==> src/audio_pkg.sv <==
package audio_pkg;

  // control FSM of the filter path
  typedef enum logic [2:0] {
    S_IDLE    = 3'd0, // waiting for a sample or a config request
    S_CFG_ACK = 3'd1, // config access done, ack goes out
    S_LOAD    = 3'd2, // first tap read issued, accumulator cleared
    S_MAC     = 3'd3, // one product per cycle
    S_DRAIN   = 3'd4, // last product lands in the accumulator
    S_DONE    = 3'd5  // result register valid
  } fir_state_e;

  // configuration address map
  // coefficients sit at 0 .. NUM_TAPS-1
  localparam int CFG_ADDR_W = 6;
  localparam logic [CFG_ADDR_W-1:0] CTRL_ADDR = 6'h20;
  localparam int CTRL_EN_BIT = 0; // filter enable in the control register

  // q1.15 coefficients, 16'h7fff is just below one
  localparam int COEF_FRAC = 15;

endpackage

==> src/audio_fir_top.sv <==
`timescale 1ns/1ps

module audio_fir_top #(
  parameter int NUM_TAPS = 8,  // power of 2
  parameter int DATA_W   = 16,
  parameter int BCLK_DIV = 4   // even
) (
  input  logic                             clk_i,
  input  logic                             rst_n_i,
  input  logic                             adc_sdata_i,
  input  logic                             cfg_req_i,
  input  logic                             cfg_we_i,
  input  logic [audio_pkg::CFG_ADDR_W-1:0] cfg_addr_i,
  input  logic [DATA_W-1:0]                cfg_wdata_i,
  output logic                             bclk_o,
  output logic                             lrclk_o,
  output logic                             dac_sdata_o,
  output logic                             cfg_ack_o,
  output logic [DATA_W-1:0]                cfg_rdata_o
);

  localparam int IDX_W = $clog2(NUM_TAPS);

  // codec side
  logic              rx_valid;
  logic [DATA_W-1:0] rx_sample;
  logic              res_valid;
  logic [DATA_W-1:0] res_sample;

  // coefficient config
  logic                             coef_we;
  logic [audio_pkg::CFG_ADDR_W-1:0] coef_addr;
  logic [DATA_W-1:0]                coef_wdata;
  logic [DATA_W-1:0]                coef_rd_data;

  // datapath sequencing
  logic              buf_we;
  logic [IDX_W-1:0]  tap_idx;
  logic              acc_clr;
  logic              acc_en;
  logic              acc_last;
  logic              bypass;
  logic [DATA_W-1:0] tap_sample;
  logic [DATA_W-1:0] tap_coef;

  codec_serdes #(
    .DATA_W   (DATA_W),
    .BCLK_DIV (BCLK_DIV)
  ) i_codec_serdes (
    .clk_i        (clk_i),
    .rst_n_i      (rst_n_i),
    .adc_sdata_i  (adc_sdata_i),
    .res_valid_i  (res_valid),
    .res_sample_i (res_sample),
    .bclk_o       (bclk_o),
    .lrclk_o      (lrclk_o),
    .dac_sdata_o  (dac_sdata_o),
    .rx_valid_o   (rx_valid),
    .rx_sample_o  (rx_sample)
  );

  fir_ctrl #(
    .NUM_TAPS (NUM_TAPS),
    .DATA_W   (DATA_W)
  ) i_fir_ctrl (
    .clk_i          (clk_i),
    .rst_n_i        (rst_n_i),
    .cfg_req_i      (cfg_req_i),
    .cfg_we_i       (cfg_we_i),
    .cfg_addr_i     (cfg_addr_i),
    .cfg_wdata_i    (cfg_wdata_i),
    .rx_valid_i     (rx_valid),
    .coef_rd_data_i (coef_rd_data),
    .cfg_ack_o      (cfg_ack_o),
    .cfg_rdata_o    (cfg_rdata_o),
    .coef_we_o      (coef_we),
    .coef_addr_o    (coef_addr),
    .coef_wdata_o   (coef_wdata),
    .buf_we_o       (buf_we),
    .tap_idx_o      (tap_idx),
    .acc_clr_o      (acc_clr),
    .acc_en_o       (acc_en),
    .acc_last_o     (acc_last),
    .bypass_o       (bypass),
    .res_valid_o    (res_valid)
  );

  fir_sample_buf #(
    .NUM_TAPS (NUM_TAPS),
    .DATA_W   (DATA_W)
  ) i_fir_sample_buf (
    .clk_i     (clk_i),
    .rst_n_i   (rst_n_i),
    .we_i      (buf_we),
    .sample_i  (rx_sample),
    .tap_idx_i (tap_idx),
    .sample_o  (tap_sample)
  );

  fir_coef_mem #(
    .NUM_TAPS (NUM_TAPS),
    .DATA_W   (DATA_W)
  ) i_fir_coef_mem (
    .clk_i     (clk_i),
    .rst_n_i   (rst_n_i),
    .we_i      (coef_we),
    .wr_addr_i (coef_addr),
    .wdata_i   (coef_wdata),
    .tap_idx_i (tap_idx),
    .coef_o    (tap_coef),
    .rd_data_o (coef_rd_data)
  );

  fir_mac #(
    .NUM_TAPS (NUM_TAPS),
    .DATA_W   (DATA_W)
  ) i_fir_mac (
    .clk_i      (clk_i),
    .rst_n_i    (rst_n_i),
    .sample_i   (tap_sample),
    .coef_i     (tap_coef),
    .acc_clr_i  (acc_clr),
    .acc_en_i   (acc_en),
    .acc_last_i (acc_last),
    .bypass_i   (bypass),
    .result_o   (res_sample)
  );

endmodule

==> src/codec_serdes.sv <==
`timescale 1ns/1ps

module codec_serdes #(
  parameter int DATA_W   = 16,
  parameter int BCLK_DIV = 4
) (
  input  logic              clk_i,
  input  logic              rst_n_i,
  input  logic              adc_sdata_i,
  input  logic              res_valid_i,
  input  logic [DATA_W-1:0] res_sample_i,
  output logic              bclk_o,
  output logic              lrclk_o,
  output logic              dac_sdata_o,
  output logic              rx_valid_o,
  output logic [DATA_W-1:0] rx_sample_o
);

  localparam int DIV_W = (BCLK_DIV > 2) ? $clog2(BCLK_DIV) : 1;
  localparam int BIT_W = $clog2(2 * DATA_W);

  logic [DIV_W-1:0]  div_cnt_q;
  logic [BIT_W-1:0]  bit_cnt_q;
  logic [BIT_W-1:0]  bit_cnt_nxt;
  logic              rise_tick;
  logic              fall_tick;
  logic              bit_last;
  logic              frame_start;
  logic [DATA_W-1:0] rx_shift_q;
  logic [DATA_W-1:0] tx_shift_q;
  logic [DATA_W-1:0] hold_q;

  // bclk is low for the first half of each divider period
  assign rise_tick = (div_cnt_q == DIV_W'(BCLK_DIV / 2 - 1));
  assign fall_tick = (div_cnt_q == DIV_W'(BCLK_DIV - 1));

  assign bit_last    = (bit_cnt_q == BIT_W'(2 * DATA_W - 1));
  assign bit_cnt_nxt = bit_last ? '0 : bit_cnt_q + 1'b1;
  assign frame_start = fall_tick && bit_last; // falling lrclk, left slot begins

  always_ff @(posedge clk_i or negedge rst_n_i) begin
    if (!rst_n_i) begin
      div_cnt_q  <= '0;
      bit_cnt_q  <= '0;
      bclk_o     <= 1'b0;
      lrclk_o    <= 1'b0;
      rx_valid_o <= 1'b0;
      tx_shift_q <= '0;
      hold_q     <= '0;
    end else begin
      div_cnt_q <= fall_tick ? '0 : div_cnt_q + 1'b1;

      if (rise_tick) begin
        bclk_o <= 1'b1;
      end else if (fall_tick) begin
        bclk_o <= 1'b0;
      end

      if (fall_tick) begin
        bit_cnt_q <= bit_cnt_nxt;
        lrclk_o   <= (bit_cnt_nxt >= BIT_W'(DATA_W)); // high in the right slot
      end

      // last left bit already sampled, lrclk goes high on this edge
      rx_valid_o <= fall_tick && (bit_cnt_q == BIT_W'(DATA_W - 1));

      if (res_valid_i) begin
        hold_q <= res_sample_i;
      end

      // msb leaves with the lrclk edge, zeros fill the right slot
      if (frame_start) begin
        tx_shift_q <= hold_q;
      end else if (fall_tick) begin
        tx_shift_q <= {tx_shift_q[DATA_W-2:0], 1'b0};
      end
    end
  end

  // left word only, right slot ignored
  always_ff @(posedge clk_i) begin
    if (rise_tick && !lrclk_o) begin
      rx_shift_q <= {rx_shift_q[DATA_W-2:0], adc_sdata_i};
    end
  end

  assign rx_sample_o = rx_shift_q; // stable until the next left slot
  assign dac_sdata_o = tx_shift_q[DATA_W-1];

  rx_valid_pulse_a: assert property (
    @(posedge clk_i) disable iff (!rst_n_i) rx_valid_o |=> !rx_valid_o
  ) else $error("rx_valid held longer than one cycle");

endmodule

==> src/fir_coef_mem.sv <==
`timescale 1ns/1ps

module fir_coef_mem #(
  parameter int NUM_TAPS = 8,
  parameter int DATA_W   = 16
) (
  input  logic                             clk_i,
  input  logic                             rst_n_i,
  input  logic                             we_i,
  input  logic [audio_pkg::CFG_ADDR_W-1:0] wr_addr_i,
  input  logic [DATA_W-1:0]                wdata_i,
  input  logic [$clog2(NUM_TAPS)-1:0]      tap_idx_i,
  output logic [DATA_W-1:0]                coef_o,
  output logic [DATA_W-1:0]                rd_data_o
);

  localparam int IDX_W = $clog2(NUM_TAPS);

  logic [DATA_W-1:0] coef_q [NUM_TAPS];

  always_ff @(posedge clk_i or negedge rst_n_i) begin
    if (!rst_n_i) begin
      for (int i = 0; i < NUM_TAPS; i++) begin
        coef_q[i] <= '0;
      end
      coef_o <= '0;
    end else begin
      if (we_i) begin
        coef_q[wr_addr_i[IDX_W-1:0]] <= wdata_i;
      end
      coef_o <= coef_q[tap_idx_i]; // aligned with the sample buffer read
    end
  end

  // read-back, zero outside the coefficient range
  assign rd_data_o = (wr_addr_i < audio_pkg::CFG_ADDR_W'(NUM_TAPS)) ?
                     coef_q[wr_addr_i[IDX_W-1:0]] : '0;

endmodule

==> src/fir_ctrl.sv <==
`timescale 1ns/1ps

module fir_ctrl #(
  parameter int NUM_TAPS = 8,
  parameter int DATA_W   = 16
) (
  input  logic                              clk_i,
  input  logic                              rst_n_i,
  input  logic                              cfg_req_i,
  input  logic                              cfg_we_i,
  input  logic [audio_pkg::CFG_ADDR_W-1:0]  cfg_addr_i,
  input  logic [DATA_W-1:0]                 cfg_wdata_i,
  input  logic                              rx_valid_i,
  input  logic [DATA_W-1:0]                 coef_rd_data_i,
  output logic                              cfg_ack_o,
  output logic [DATA_W-1:0]                 cfg_rdata_o,
  output logic                              coef_we_o,
  output logic [audio_pkg::CFG_ADDR_W-1:0]  coef_addr_o,
  output logic [DATA_W-1:0]                 coef_wdata_o,
  output logic                              buf_we_o,
  output logic [$clog2(NUM_TAPS)-1:0]       tap_idx_o,
  output logic                              acc_clr_o,
  output logic                              acc_en_o,
  output logic                              acc_last_o,
  output logic                              bypass_o,
  output logic                              res_valid_o
);

  localparam int IDX_W = $clog2(NUM_TAPS);

  audio_pkg::fir_state_e state_q;
  audio_pkg::fir_state_e state_d;

  logic [IDX_W-1:0]  tap_q;
  logic              enable_q;
  logic              ack_q;
  logic [DATA_W-1:0] rdata_q;
  logic              run_start;
  logic              cfg_start;
  logic              cfg_hit_coef;
  logic              cfg_hit_ctrl;

  // a sample always wins over a pending config request
  assign run_start = rx_valid_i &&
                     (state_q == audio_pkg::S_IDLE || state_q == audio_pkg::S_CFG_ACK);
  assign cfg_start = cfg_req_i && !ack_q && !rx_valid_i && (state_q == audio_pkg::S_IDLE);

  assign cfg_hit_coef = (cfg_addr_i < audio_pkg::CFG_ADDR_W'(NUM_TAPS));
  assign cfg_hit_ctrl = (cfg_addr_i == audio_pkg::CTRL_ADDR);

  always_comb begin
    state_d = state_q;
    unique case (state_q)
      audio_pkg::S_IDLE: begin
        if (run_start) begin
          state_d = audio_pkg::S_LOAD;
        end else if (cfg_start) begin
          state_d = audio_pkg::S_CFG_ACK;
        end
      end
      audio_pkg::S_CFG_ACK: state_d = run_start ? audio_pkg::S_LOAD : audio_pkg::S_IDLE;
      audio_pkg::S_LOAD:    state_d = audio_pkg::S_MAC;
      audio_pkg::S_MAC: begin
        if (tap_q == '0) begin // index wrapped, last product
          state_d = audio_pkg::S_DRAIN;
        end
      end
      audio_pkg::S_DRAIN:   state_d = audio_pkg::S_DONE;
      audio_pkg::S_DONE:    state_d = audio_pkg::S_IDLE;
      default:              state_d = audio_pkg::S_IDLE;
    endcase
  end

  always_ff @(posedge clk_i or negedge rst_n_i) begin
    if (!rst_n_i) begin
      state_q  <= audio_pkg::S_IDLE;
      tap_q    <= '0;
      enable_q <= 1'b0;
      ack_q    <= 1'b0;
      rdata_q  <= '0;
    end else begin
      state_q <= state_d;

      if (run_start) begin
        tap_q <= '0;
      end else if (state_q == audio_pkg::S_LOAD || state_q == audio_pkg::S_MAC) begin
        tap_q <= tap_q + 1'b1;
      end

      // read data captured before a write lands
      if (cfg_start) begin
        rdata_q <= cfg_hit_ctrl ? {{(DATA_W-1){1'b0}}, enable_q} : coef_rd_data_i;
        if (cfg_we_i && cfg_hit_ctrl) begin
          enable_q <= cfg_wdata_i[audio_pkg::CTRL_EN_BIT];
        end
      end

      if (state_q == audio_pkg::S_CFG_ACK) begin
        ack_q <= 1'b1;
      end else if (!cfg_req_i) begin
        ack_q <= 1'b0; // four-phase return to zero
      end
    end
  end

  assign cfg_ack_o    = ack_q;
  assign cfg_rdata_o  = rdata_q;
  assign coef_we_o    = cfg_start && cfg_we_i && cfg_hit_coef;
  assign coef_addr_o  = cfg_addr_i;
  assign coef_wdata_o = cfg_wdata_i;

  assign buf_we_o    = run_start;
  assign tap_idx_o   = tap_q;
  assign acc_clr_o   = (state_q == audio_pkg::S_LOAD);
  assign acc_en_o    = (state_q == audio_pkg::S_MAC);
  assign acc_last_o  = (state_q == audio_pkg::S_MAC) && (tap_q == '0);
  assign bypass_o    = !enable_q;
  assign res_valid_o = (state_q == audio_pkg::S_DONE);

  ack_needs_req_a: assert property (
    @(posedge clk_i) disable iff (!rst_n_i) $rose(cfg_ack_o) |-> cfg_req_i
  ) else $error("cfg_ack rose while cfg_req was low");

  // a frame is far longer than one run
  rx_outside_run_a: assert property (
    @(posedge clk_i) disable iff (!rst_n_i)
    rx_valid_i |-> (state_q inside {audio_pkg::S_IDLE, audio_pkg::S_CFG_ACK})
  ) else $error("sample arrived during a filter run");

endmodule

==> src/fir_mac.sv <==
`timescale 1ns/1ps

module fir_mac #(
  parameter int NUM_TAPS = 8,
  parameter int DATA_W   = 16
) (
  input  logic              clk_i,
  input  logic              rst_n_i,
  input  logic [DATA_W-1:0] sample_i,
  input  logic [DATA_W-1:0] coef_i,
  input  logic              acc_clr_i,
  input  logic              acc_en_i,
  input  logic              acc_last_i,
  input  logic              bypass_i,
  output logic [DATA_W-1:0] result_o
);

  // headroom for NUM_TAPS full-scale products
  localparam int ACC_W = 2 * DATA_W + $clog2(NUM_TAPS);

  logic signed [2*DATA_W-1:0] prod;
  logic signed [ACC_W-1:0]    acc_q;
  logic signed [ACC_W-1:0]    acc_shift;
  logic [DATA_W-1:0]          sat_val;
  logic [DATA_W-1:0]          tap0_q;
  logic                       first_q;
  logic                       last_q;
  logic                       ovf;

  assign prod      = $signed(sample_i) * $signed(coef_i);
  assign acc_shift = acc_q >>> audio_pkg::COEF_FRAC;
  assign ovf       = (acc_shift[ACC_W-1:DATA_W-1] != {(ACC_W-DATA_W+1){acc_shift[ACC_W-1]}});

  always_comb begin
    if (!ovf) begin
      sat_val = acc_shift[DATA_W-1:0];
    end else if (acc_shift[ACC_W-1]) begin
      sat_val = {1'b1, {(DATA_W-1){1'b0}}}; // clip negative
    end else begin
      sat_val = {1'b0, {(DATA_W-1){1'b1}}};
    end
  end

  always_ff @(posedge clk_i or negedge rst_n_i) begin
    if (!rst_n_i) begin
      first_q <= 1'b0;
      last_q  <= 1'b0;
    end else begin
      first_q <= acc_clr_i; // tap 0 data arrives the cycle after clear
      last_q  <= acc_last_i;
    end
  end

  always_ff @(posedge clk_i) begin
    if (acc_clr_i) begin
      acc_q <= '0;
    end else if (acc_en_i) begin
      acc_q <= acc_q + prod;
    end
    if (first_q) begin
      tap0_q <= sample_i;
    end
    if (last_q) begin
      result_o <= bypass_i ? tap0_q : sat_val;
    end
  end

  clr_en_excl_a: assert property (
    @(posedge clk_i) disable iff (!rst_n_i) !(acc_en_i && acc_clr_i)
  ) else $error("accumulator cleared and enabled together");

endmodule

==> src/fir_sample_buf.sv <==
`timescale 1ns/1ps

module fir_sample_buf #(
  parameter int NUM_TAPS = 8,
  parameter int DATA_W   = 16
) (
  input  logic                        clk_i,
  input  logic                        rst_n_i,
  input  logic                        we_i,
  input  logic [DATA_W-1:0]           sample_i,
  input  logic [$clog2(NUM_TAPS)-1:0] tap_idx_i,
  output logic [DATA_W-1:0]           sample_o
);

  localparam int IDX_W = $clog2(NUM_TAPS);

  logic [DATA_W-1:0] hist_q [NUM_TAPS];
  logic [IDX_W-1:0]  wr_ptr_q;
  logic [IDX_W-1:0]  rd_ptr;

  // newest entry sits just behind the write pointer, wraps for free
  assign rd_ptr = wr_ptr_q - tap_idx_i - 1'b1;

  always_ff @(posedge clk_i or negedge rst_n_i) begin
    if (!rst_n_i) begin
      for (int i = 0; i < NUM_TAPS; i++) begin
        hist_q[i] <= '0;
      end
      wr_ptr_q <= '0;
      sample_o <= '0;
    end else begin
      if (we_i) begin
        hist_q[wr_ptr_q] <= sample_i;
        wr_ptr_q         <= wr_ptr_q + 1'b1;
      end
      sample_o <= hist_q[rd_ptr]; // one cycle read latency
    end
  end

endmodule

==> config.mk <==
export PLATFORM = sky130hd
export DESIGN_NAME = audio_fir_top
export DESIGN_NICKNAME = d
export VERILOG_FILES = /design/src/audio_pkg.sv /design/src/audio_fir_top.sv /design/src/codec_serdes.sv /design/src/fir_coef_mem.sv /design/src/fir_ctrl.sv /design/src/fir_mac.sv /design/src/fir_sample_buf.sv
export SDC_FILE = /design/constraint.sdc
export NUM_CORES = 2
export LEC_CHECK = 0
export BUFFER_PORTS_ARGS = -buffer_cell sky130_fd_sc_hd__clkbuf_2
export CORE_MARGIN = 3
export CORE_UTILIZATION = 55
export CTS_BUF_LIST = sky130_fd_sc_hd__clkbuf_8
export DETAILED_ROUTE_END_ITERATION = 8
export PLACE_DENSITY = 0.8
export SLEW_MARGIN = 20
export SYNTH_ARGS = -nofsm -noshare
export SYNTH_HDL_FRONTEND = slang
export SYNTH_SLANG_ARGS = --single-unit
==> constraint.sdc <==
create_clock -name clk_i -period 6.75 [get_ports clk_i]
set_input_delay 1.0125 -clock clk_i [delete_from_list [all_inputs] [get_ports clk_i]]
set_output_delay 1.0125 -clock clk_i [all_outputs]
set_load 0.05 [all_outputs]
Word level (Yosys, flattened, before mapping). Cells that the tools add are included.

Equal/unequal tests: 14. Mux-type cells: 35. Reductions and logical operators: 25. $add $sub $neg: 7. Multiply operators: 1. Order comparisons: 8. Bitwise gates (word level): 4.

Operators with widths (count): bitwise mux 128 bit (2); 2-to-1 mux 16 bit (15); binary-select mux 16 bit (select 3 bit) (3); demux 16 bit (select 3 bit) (2); adder 35 x 32 -> 35 bit (1); multiplier 16 x 16 -> 32 bit (1); >= comparator 4 bit, second input constant (4); inverter 3 -> 4 bit (4); 2-to-1 mux 3 bit (5); case mux 3 bit (5 select lines) (1); logical AND 1 bit (13); < comparator 4 x 1 -> 1 bit, second input constant (2); adder 3 x 1 -> 3 bit, second input constant (2); equality test 3 x 2 -> 1 bit, second input constant (2); equality test 3 bit, second input constant (2); equality test 6 bit, second input constant (1); zero test 3 bit (2); < comparator 6 x 4 -> 1 bit, second input constant (1); nonzero test 2 bit (3); adder 5 x 1 -> 5 bit, second input constant (1); equality test 5 x 4 -> 1 bit, second input constant (1); equality test 5 bit, second input constant (1); >= comparator 5 bit, second input constant (1); 2-to-1 mux 5 bit (1); other kinds (14) (23).

Register bits: 442.

Longest topological paths before layout.
Word-level depth: 7. Gate-level depth with buffers: 24. Depth with buffers taken out: 23.

Modules after synthesis. A second synthesis with hierarchy kept.

Cell total of the unflattened synthesis: 2637. Area total of the unflattened synthesis: 31495.2 µm².

By module, submodules not included: fir_mac (sequential area each 1711.6 µm², cells each 1453, times used 1, area each 13913.3 µm²); fir_coef_mem (sequential area each 3603.5 µm², cells each 517, times used 1, area each 7500.9 µm²); fir_sample_buf (sequential area each 3678.5 µm², cells each 364, times used 1, area each 6413.7 µm²); codec_serdes (sequential area each 1506.4 µm², cells each 158, times used 1, area each 2279.7 µm²); fir_ctrl (sequential area each 600.6 µm², cells each 145, times used 1, area each 1387.6 µm²).

Worst setup path before layout. OpenSTA, ideal clock, no wires.

Kind: reg2reg. Start point: reg i_fir_sample_buf.sample_o[15]. End point: reg i_fir_mac.acc_q[34]. Clock period less this slack: 6.104 ns. Library setup time: 0.117 ns. Buffers on the path: 1. Path slack: 0.646 ns. Arrival: 5.986 ns. Stages on the path, launching flop included: 23. Required time: 6.633 ns. Path through: dfrtp_1 -> clkbuf_1 -> nand2_1 -> inv_1 -> fa_1 -> fa_1 -> inv_1 -> fa_1 -> inv_1 -> fa_1 -> fa_1 -> inv_1 -> fa_1 -> inv_1 -> ha_1 -> a21oi_1 -> o21ai_0 -> a21oi_1 -> o22ai_1 -> nor2_1 -> a311oi_1 -> or3_1 -> a32o_1.

Longest elaborated chain between the ends: 2.

Ends and longest elaborated chain: from (decl) (RTL line fir_sample_buf.sv:12) `output logic [DATA_W-1:0] sample_o`; from (signal assigned) (RTL line fir_sample_buf.sv:36) `sample_o <= hist_q[rd_ptr];`; multiplier 16 x 16 -> 32 bit (RTL line fir_mac.sv:30) `assign prod = $signed(sample_i) * $signed(coef_i);`; adder 35 x 32 -> 35 bit (RTL line fir_mac.sv:58) `acc_q <= acc_q + prod;`; to (signal assigned) (RTL line fir_mac.sv:58); to (decl) (RTL line fir_mac.sv:22) `logic signed [ACC_W-1:0] acc_q;`.

No other way between the ends. A chain may end at the register's enable or synchronous reset.

Worst setup path in the final report.
Start point: reg i_fir_sample_buf.sample_o[4]. End point: reg i_fir_mac.acc_q[34].

The elaborated chain is that of the path after synthesis.

==> run_results.csv <==
group,metric,value,unit
outcome,status,"complete, no violations",
drt,routed_wl,69.1,mm
timing,skew,0.0584,ns
drt,drc,0,
power_and_ir_drop,p_leak,16.4,nW
logic_synthesis,synth_simple_gate_area_share,7.79,%
drt,drtIter0Drc,1464,
logic_synthesis,syn_nets,2922,
worst_setup_path,r2r_start,"i_fir_sample_buf.sample_o[4]$_DFF_PN0_",
logic_synthesis,synth_xor_area_share,1.01,%
finish,multi_input_area,17400,um2
clocking,cts_inserted_buffers,76,
die,initial_core_util,55.9,%
finish,fin_nets,2984,
worst_hold_path,hold_class,"in -> async",
placement,dp_slack,0.193,ns
global_route,grt_pass1_wl,112,mm
die,ios,47,
finish,seqCellArea,11100,um2
drt,drtAntennaViolNets,0,
logic_synthesis,synth_fa_ha_area_share,25.2,%
die,num_rows,85,
worst_setup_path,required,7.30,ns
timing,hold_slack,0.403,ns
die,die_h,241,um
flow_run,cap_viol_max_count,0,
timing,worst_pin_slew,1.18,ns
power_and_ir_drop,p_total,5.63,mW
placement,hpwl,48.3,mm
logic_synthesis,synth_mux_area_share,19.6,%
global_route,grt.overflow.total,0,
clocking,clkLatencyLatePin,0.71,ns
worst_setup_path,endpoint_kind,"register",
drt,via_per_inst,5.76,
die,core-area,54100,um2
worst_setup_path,critPathLaunchType,"register",
finish,synthToLayoutAreaGrowth,8.82,%
power_and_ir_drop,p_per_area,171,nW/um2
logic_synthesis,synth_top_family_by_area,"adder cells",
clocking,root_buffer,"clkbuf_8",
logic_synthesis,synth_compound_area_share,3.71,%
clocking,clk_path_buf_depth,3,
timing,clock.fmax,151,MHz
worst_setup_path,crit_start,"i_fir_sample_buf.sample_o[4]$_DFF_PN0_",
timing,hold_viol,0,
clocking,cts_tree,"done",
finish,layout-drive-gt1-share,24.4,%
clocking,cts.clk_slew.worst_paths,0.06,ns
global_route,grt_pass1_vias,20500,
worst_setup_path,critPathMaxFanout,17,
logic_synthesis,yosysTopAreaCell,"dfrtp_1",
die,die-area,57900,um2
drt,drt-pass1-iter-count,5,
clocking,hold_buffers,0,
logic_synthesis,synth-main-ff-cell,"dfrtp_1",
logic_synthesis,ys_seq_area_share,36.7,%
timing,setup_viol,0,
worst_setup_path,arrival,7.19,ns
global_route,grt_usage,24.9,%
timing,period_share,98.3,%
global_route,antenna_found_initial,2,
drt,wl_per_cell,21.0,um
logic_synthesis,netlist_area,30300,um2
timing,period_needed,6.64,ns
timing,rsz0062_at_grt,"no",
finish,fill_cells,4053,
logic_synthesis,synth-edff-count,48,
clocking,clock-sinks,441,
placement,finalWeightedCongestion,0.912,
timing,slew_viol_final,0,
logic_synthesis,synth.most_common_cell,"inv_1",
logic_synthesis,synthCells,2471,
logic_synthesis,synthArstFlopShare,81.2,%
drt,vias,19000,
logic_synthesis,synth_top_area_share,29.6,%
die,die_x,241,um
logic_synthesis,ys_types,68,
logic_synthesis,yosys-top-cells-area,"dfrtp_1, fa_1, mux2_2",
global_route,grt_max_degree,194,
placement,numPortBuffers,46,
worst_setup_path,criticalPathCategory,"reg -> reg",
logic_synthesis,yosys_warnings,0,
clocking,htree_levels,3,
power_and_ir_drop,peakVddDrop,0.000233,V
timing,final.setup.worst_slack,0.113,ns
logic_synthesis,syn_avg_cell_area,12.2,um2
timing,max-slew-margin-rel,20.9,%
logic_synthesis,synth_commonest_cells,"inv_1, dfrtp_1, fa_1",
timing,finalSetupTns,0,ns
logic_synthesis,synth_seq_cells,441,
[through the flow]
stage | util (%) | instances | area, um2
5_1_grt | 60.8 | 3293 | 32900
2_1_floorplan | - | 2471 | 30300
4_1_cts | 60.7 | 3290 | 32900
6_report | 60.8 | 3295 | 32900
3_3_place_gp | 57.8 | 3150 | 31300
3_5_place_dp | 57.8 | 3150 | 31300
[cell families after synthesis]
| logic type | Yosys count |
|---|---|
| AOI/OAI and AO/OA | 187 |
| and+or+nand+nor | 483 |
| xor gates and xnor gates | 35 |
| buffers and inverters | 466 |
| DFF | 441 |
| muxes | 435 |
| adders and majority gates | 424 |
[worst max-delay path: stages, from the launching register on]
cell       delay (ns)
dfrtp_1          0.77
nand2_1          0.15
fa_1             0.51
inv_1            0.07
fa_1             0.60
fa_1             0.47
fa_1             0.47
fa_1             0.49
inv_1            0.05
fa_1             0.47
inv_1            0.04
ha_1             0.34
and4_1           0.26
and2_1           0.16
o2111ai_1        0.15
a21oi_1          0.51
o21ai_0          0.29
a311oi_1         0.31
o21ai_0          0.13
a32o_1           0.25
[cell type report]
cell class | count | area share, %
tap | 696 | 2.64
clock inverter | 43 | 0.783
multi-input combinational | 1564 | 52.9
clock buffer | 97 | 4.05
antenna | 4 | 0.0304
inverter | 363 | 4.14
timing repair buffer | 87 | 1.76
sequential | 441 | 33.7
[what timing repair did]
item,CTS,global route
setup endpoints to repair,0,4
resized for setup,0,9
buffers inserted,0,0
[routing by layer]
metal	track usage, %	share of wire [%]	vias up
li1	-	-	8312
met1	33.0	41	9893
met2	41.6	50	639
met3	4.78	7.0	127
met4	8.40	2.6	0
met5	0	0	-
[sequential cells by signal, indices dropped and copies added, names as in the netlist, 2 cells and up]
| signal | flops |
|---|---|
| i_fir_ctrl.tap_idx_o | 3 |
| i_fir_sample_buf.sample_o | 16 |
| i_fir_coef_mem.coef_q | 128 |
| i_fir_ctrl.cfg_rdata_o | 16 |
| i_fir_sample_buf.wr_ptr_q | 3 |
| i_codec_serdes.hold_q | 16 |
| i_fir_ctrl.state_q | 3 |
| i_codec_serdes.bit_cnt_q | 5 |
| i_codec_serdes.div_cnt_q | 2 |
| i_fir_mac.tap0_q | 16 |
| i_fir_mac.result_o | 16 |
| i_fir_sample_buf.hist_q | 128 |
| i_codec_serdes.tx_shift_q | 16 |
| i_codec_serdes.rx_sample_o | 16 |
| i_fir_coef_mem.coef_o | 16 |
| i_fir_mac.acc_q | 35 |
[power breakdown]
group          internal [mW]  switching [mW]  total, mW
registers               2.73          0.0585       2.79
logic                  0.138           0.196      0.334
clock network           1.35            1.15       2.50
[cells in the final DEF, fill, tap and decap left out, types with 48 or more instances in the layout]
cell type  instances
inv_1            391
dfrtp_1          350
fa_1             310
mux2_2           307
nand2_1          199
and2_1           125
ha_1             112
clkbuf_8          97
mux4_2            96
nor2_1            88
o21ai_0           65
a21oi_1           60
edfxtp_1          48
[final timing paths]
check / depth (start not counted) / endpoint / slack (ns)
worst max-delay path: 19 / i_fir_mac.acc_q[34]$_SDFFE_PP0P_ / 0.11
worst min-delay path: 1 / i_codec_serdes.bit_cnt_q[3]$_DFFE_PN0P_ / 0.40
worst min register to register: 1 / i_codec_serdes.hold_q[3]$_DFFE_PN0N_ / 0.43
max in group asynchronous: 3 / i_fir_ctrl.cfg_rdata_o[8]$_DFFE_PN0P_ / 4.71
min in group clk_i: 1 / i_codec_serdes.hold_q[3]$_DFFE_PN0N_ / 0.43
worst max register to register: 19 / i_fir_mac.acc_q[34]$_SDFFE_PP0P_ / 0.11
No activity file was read; power rests on OpenSTA's default activity.
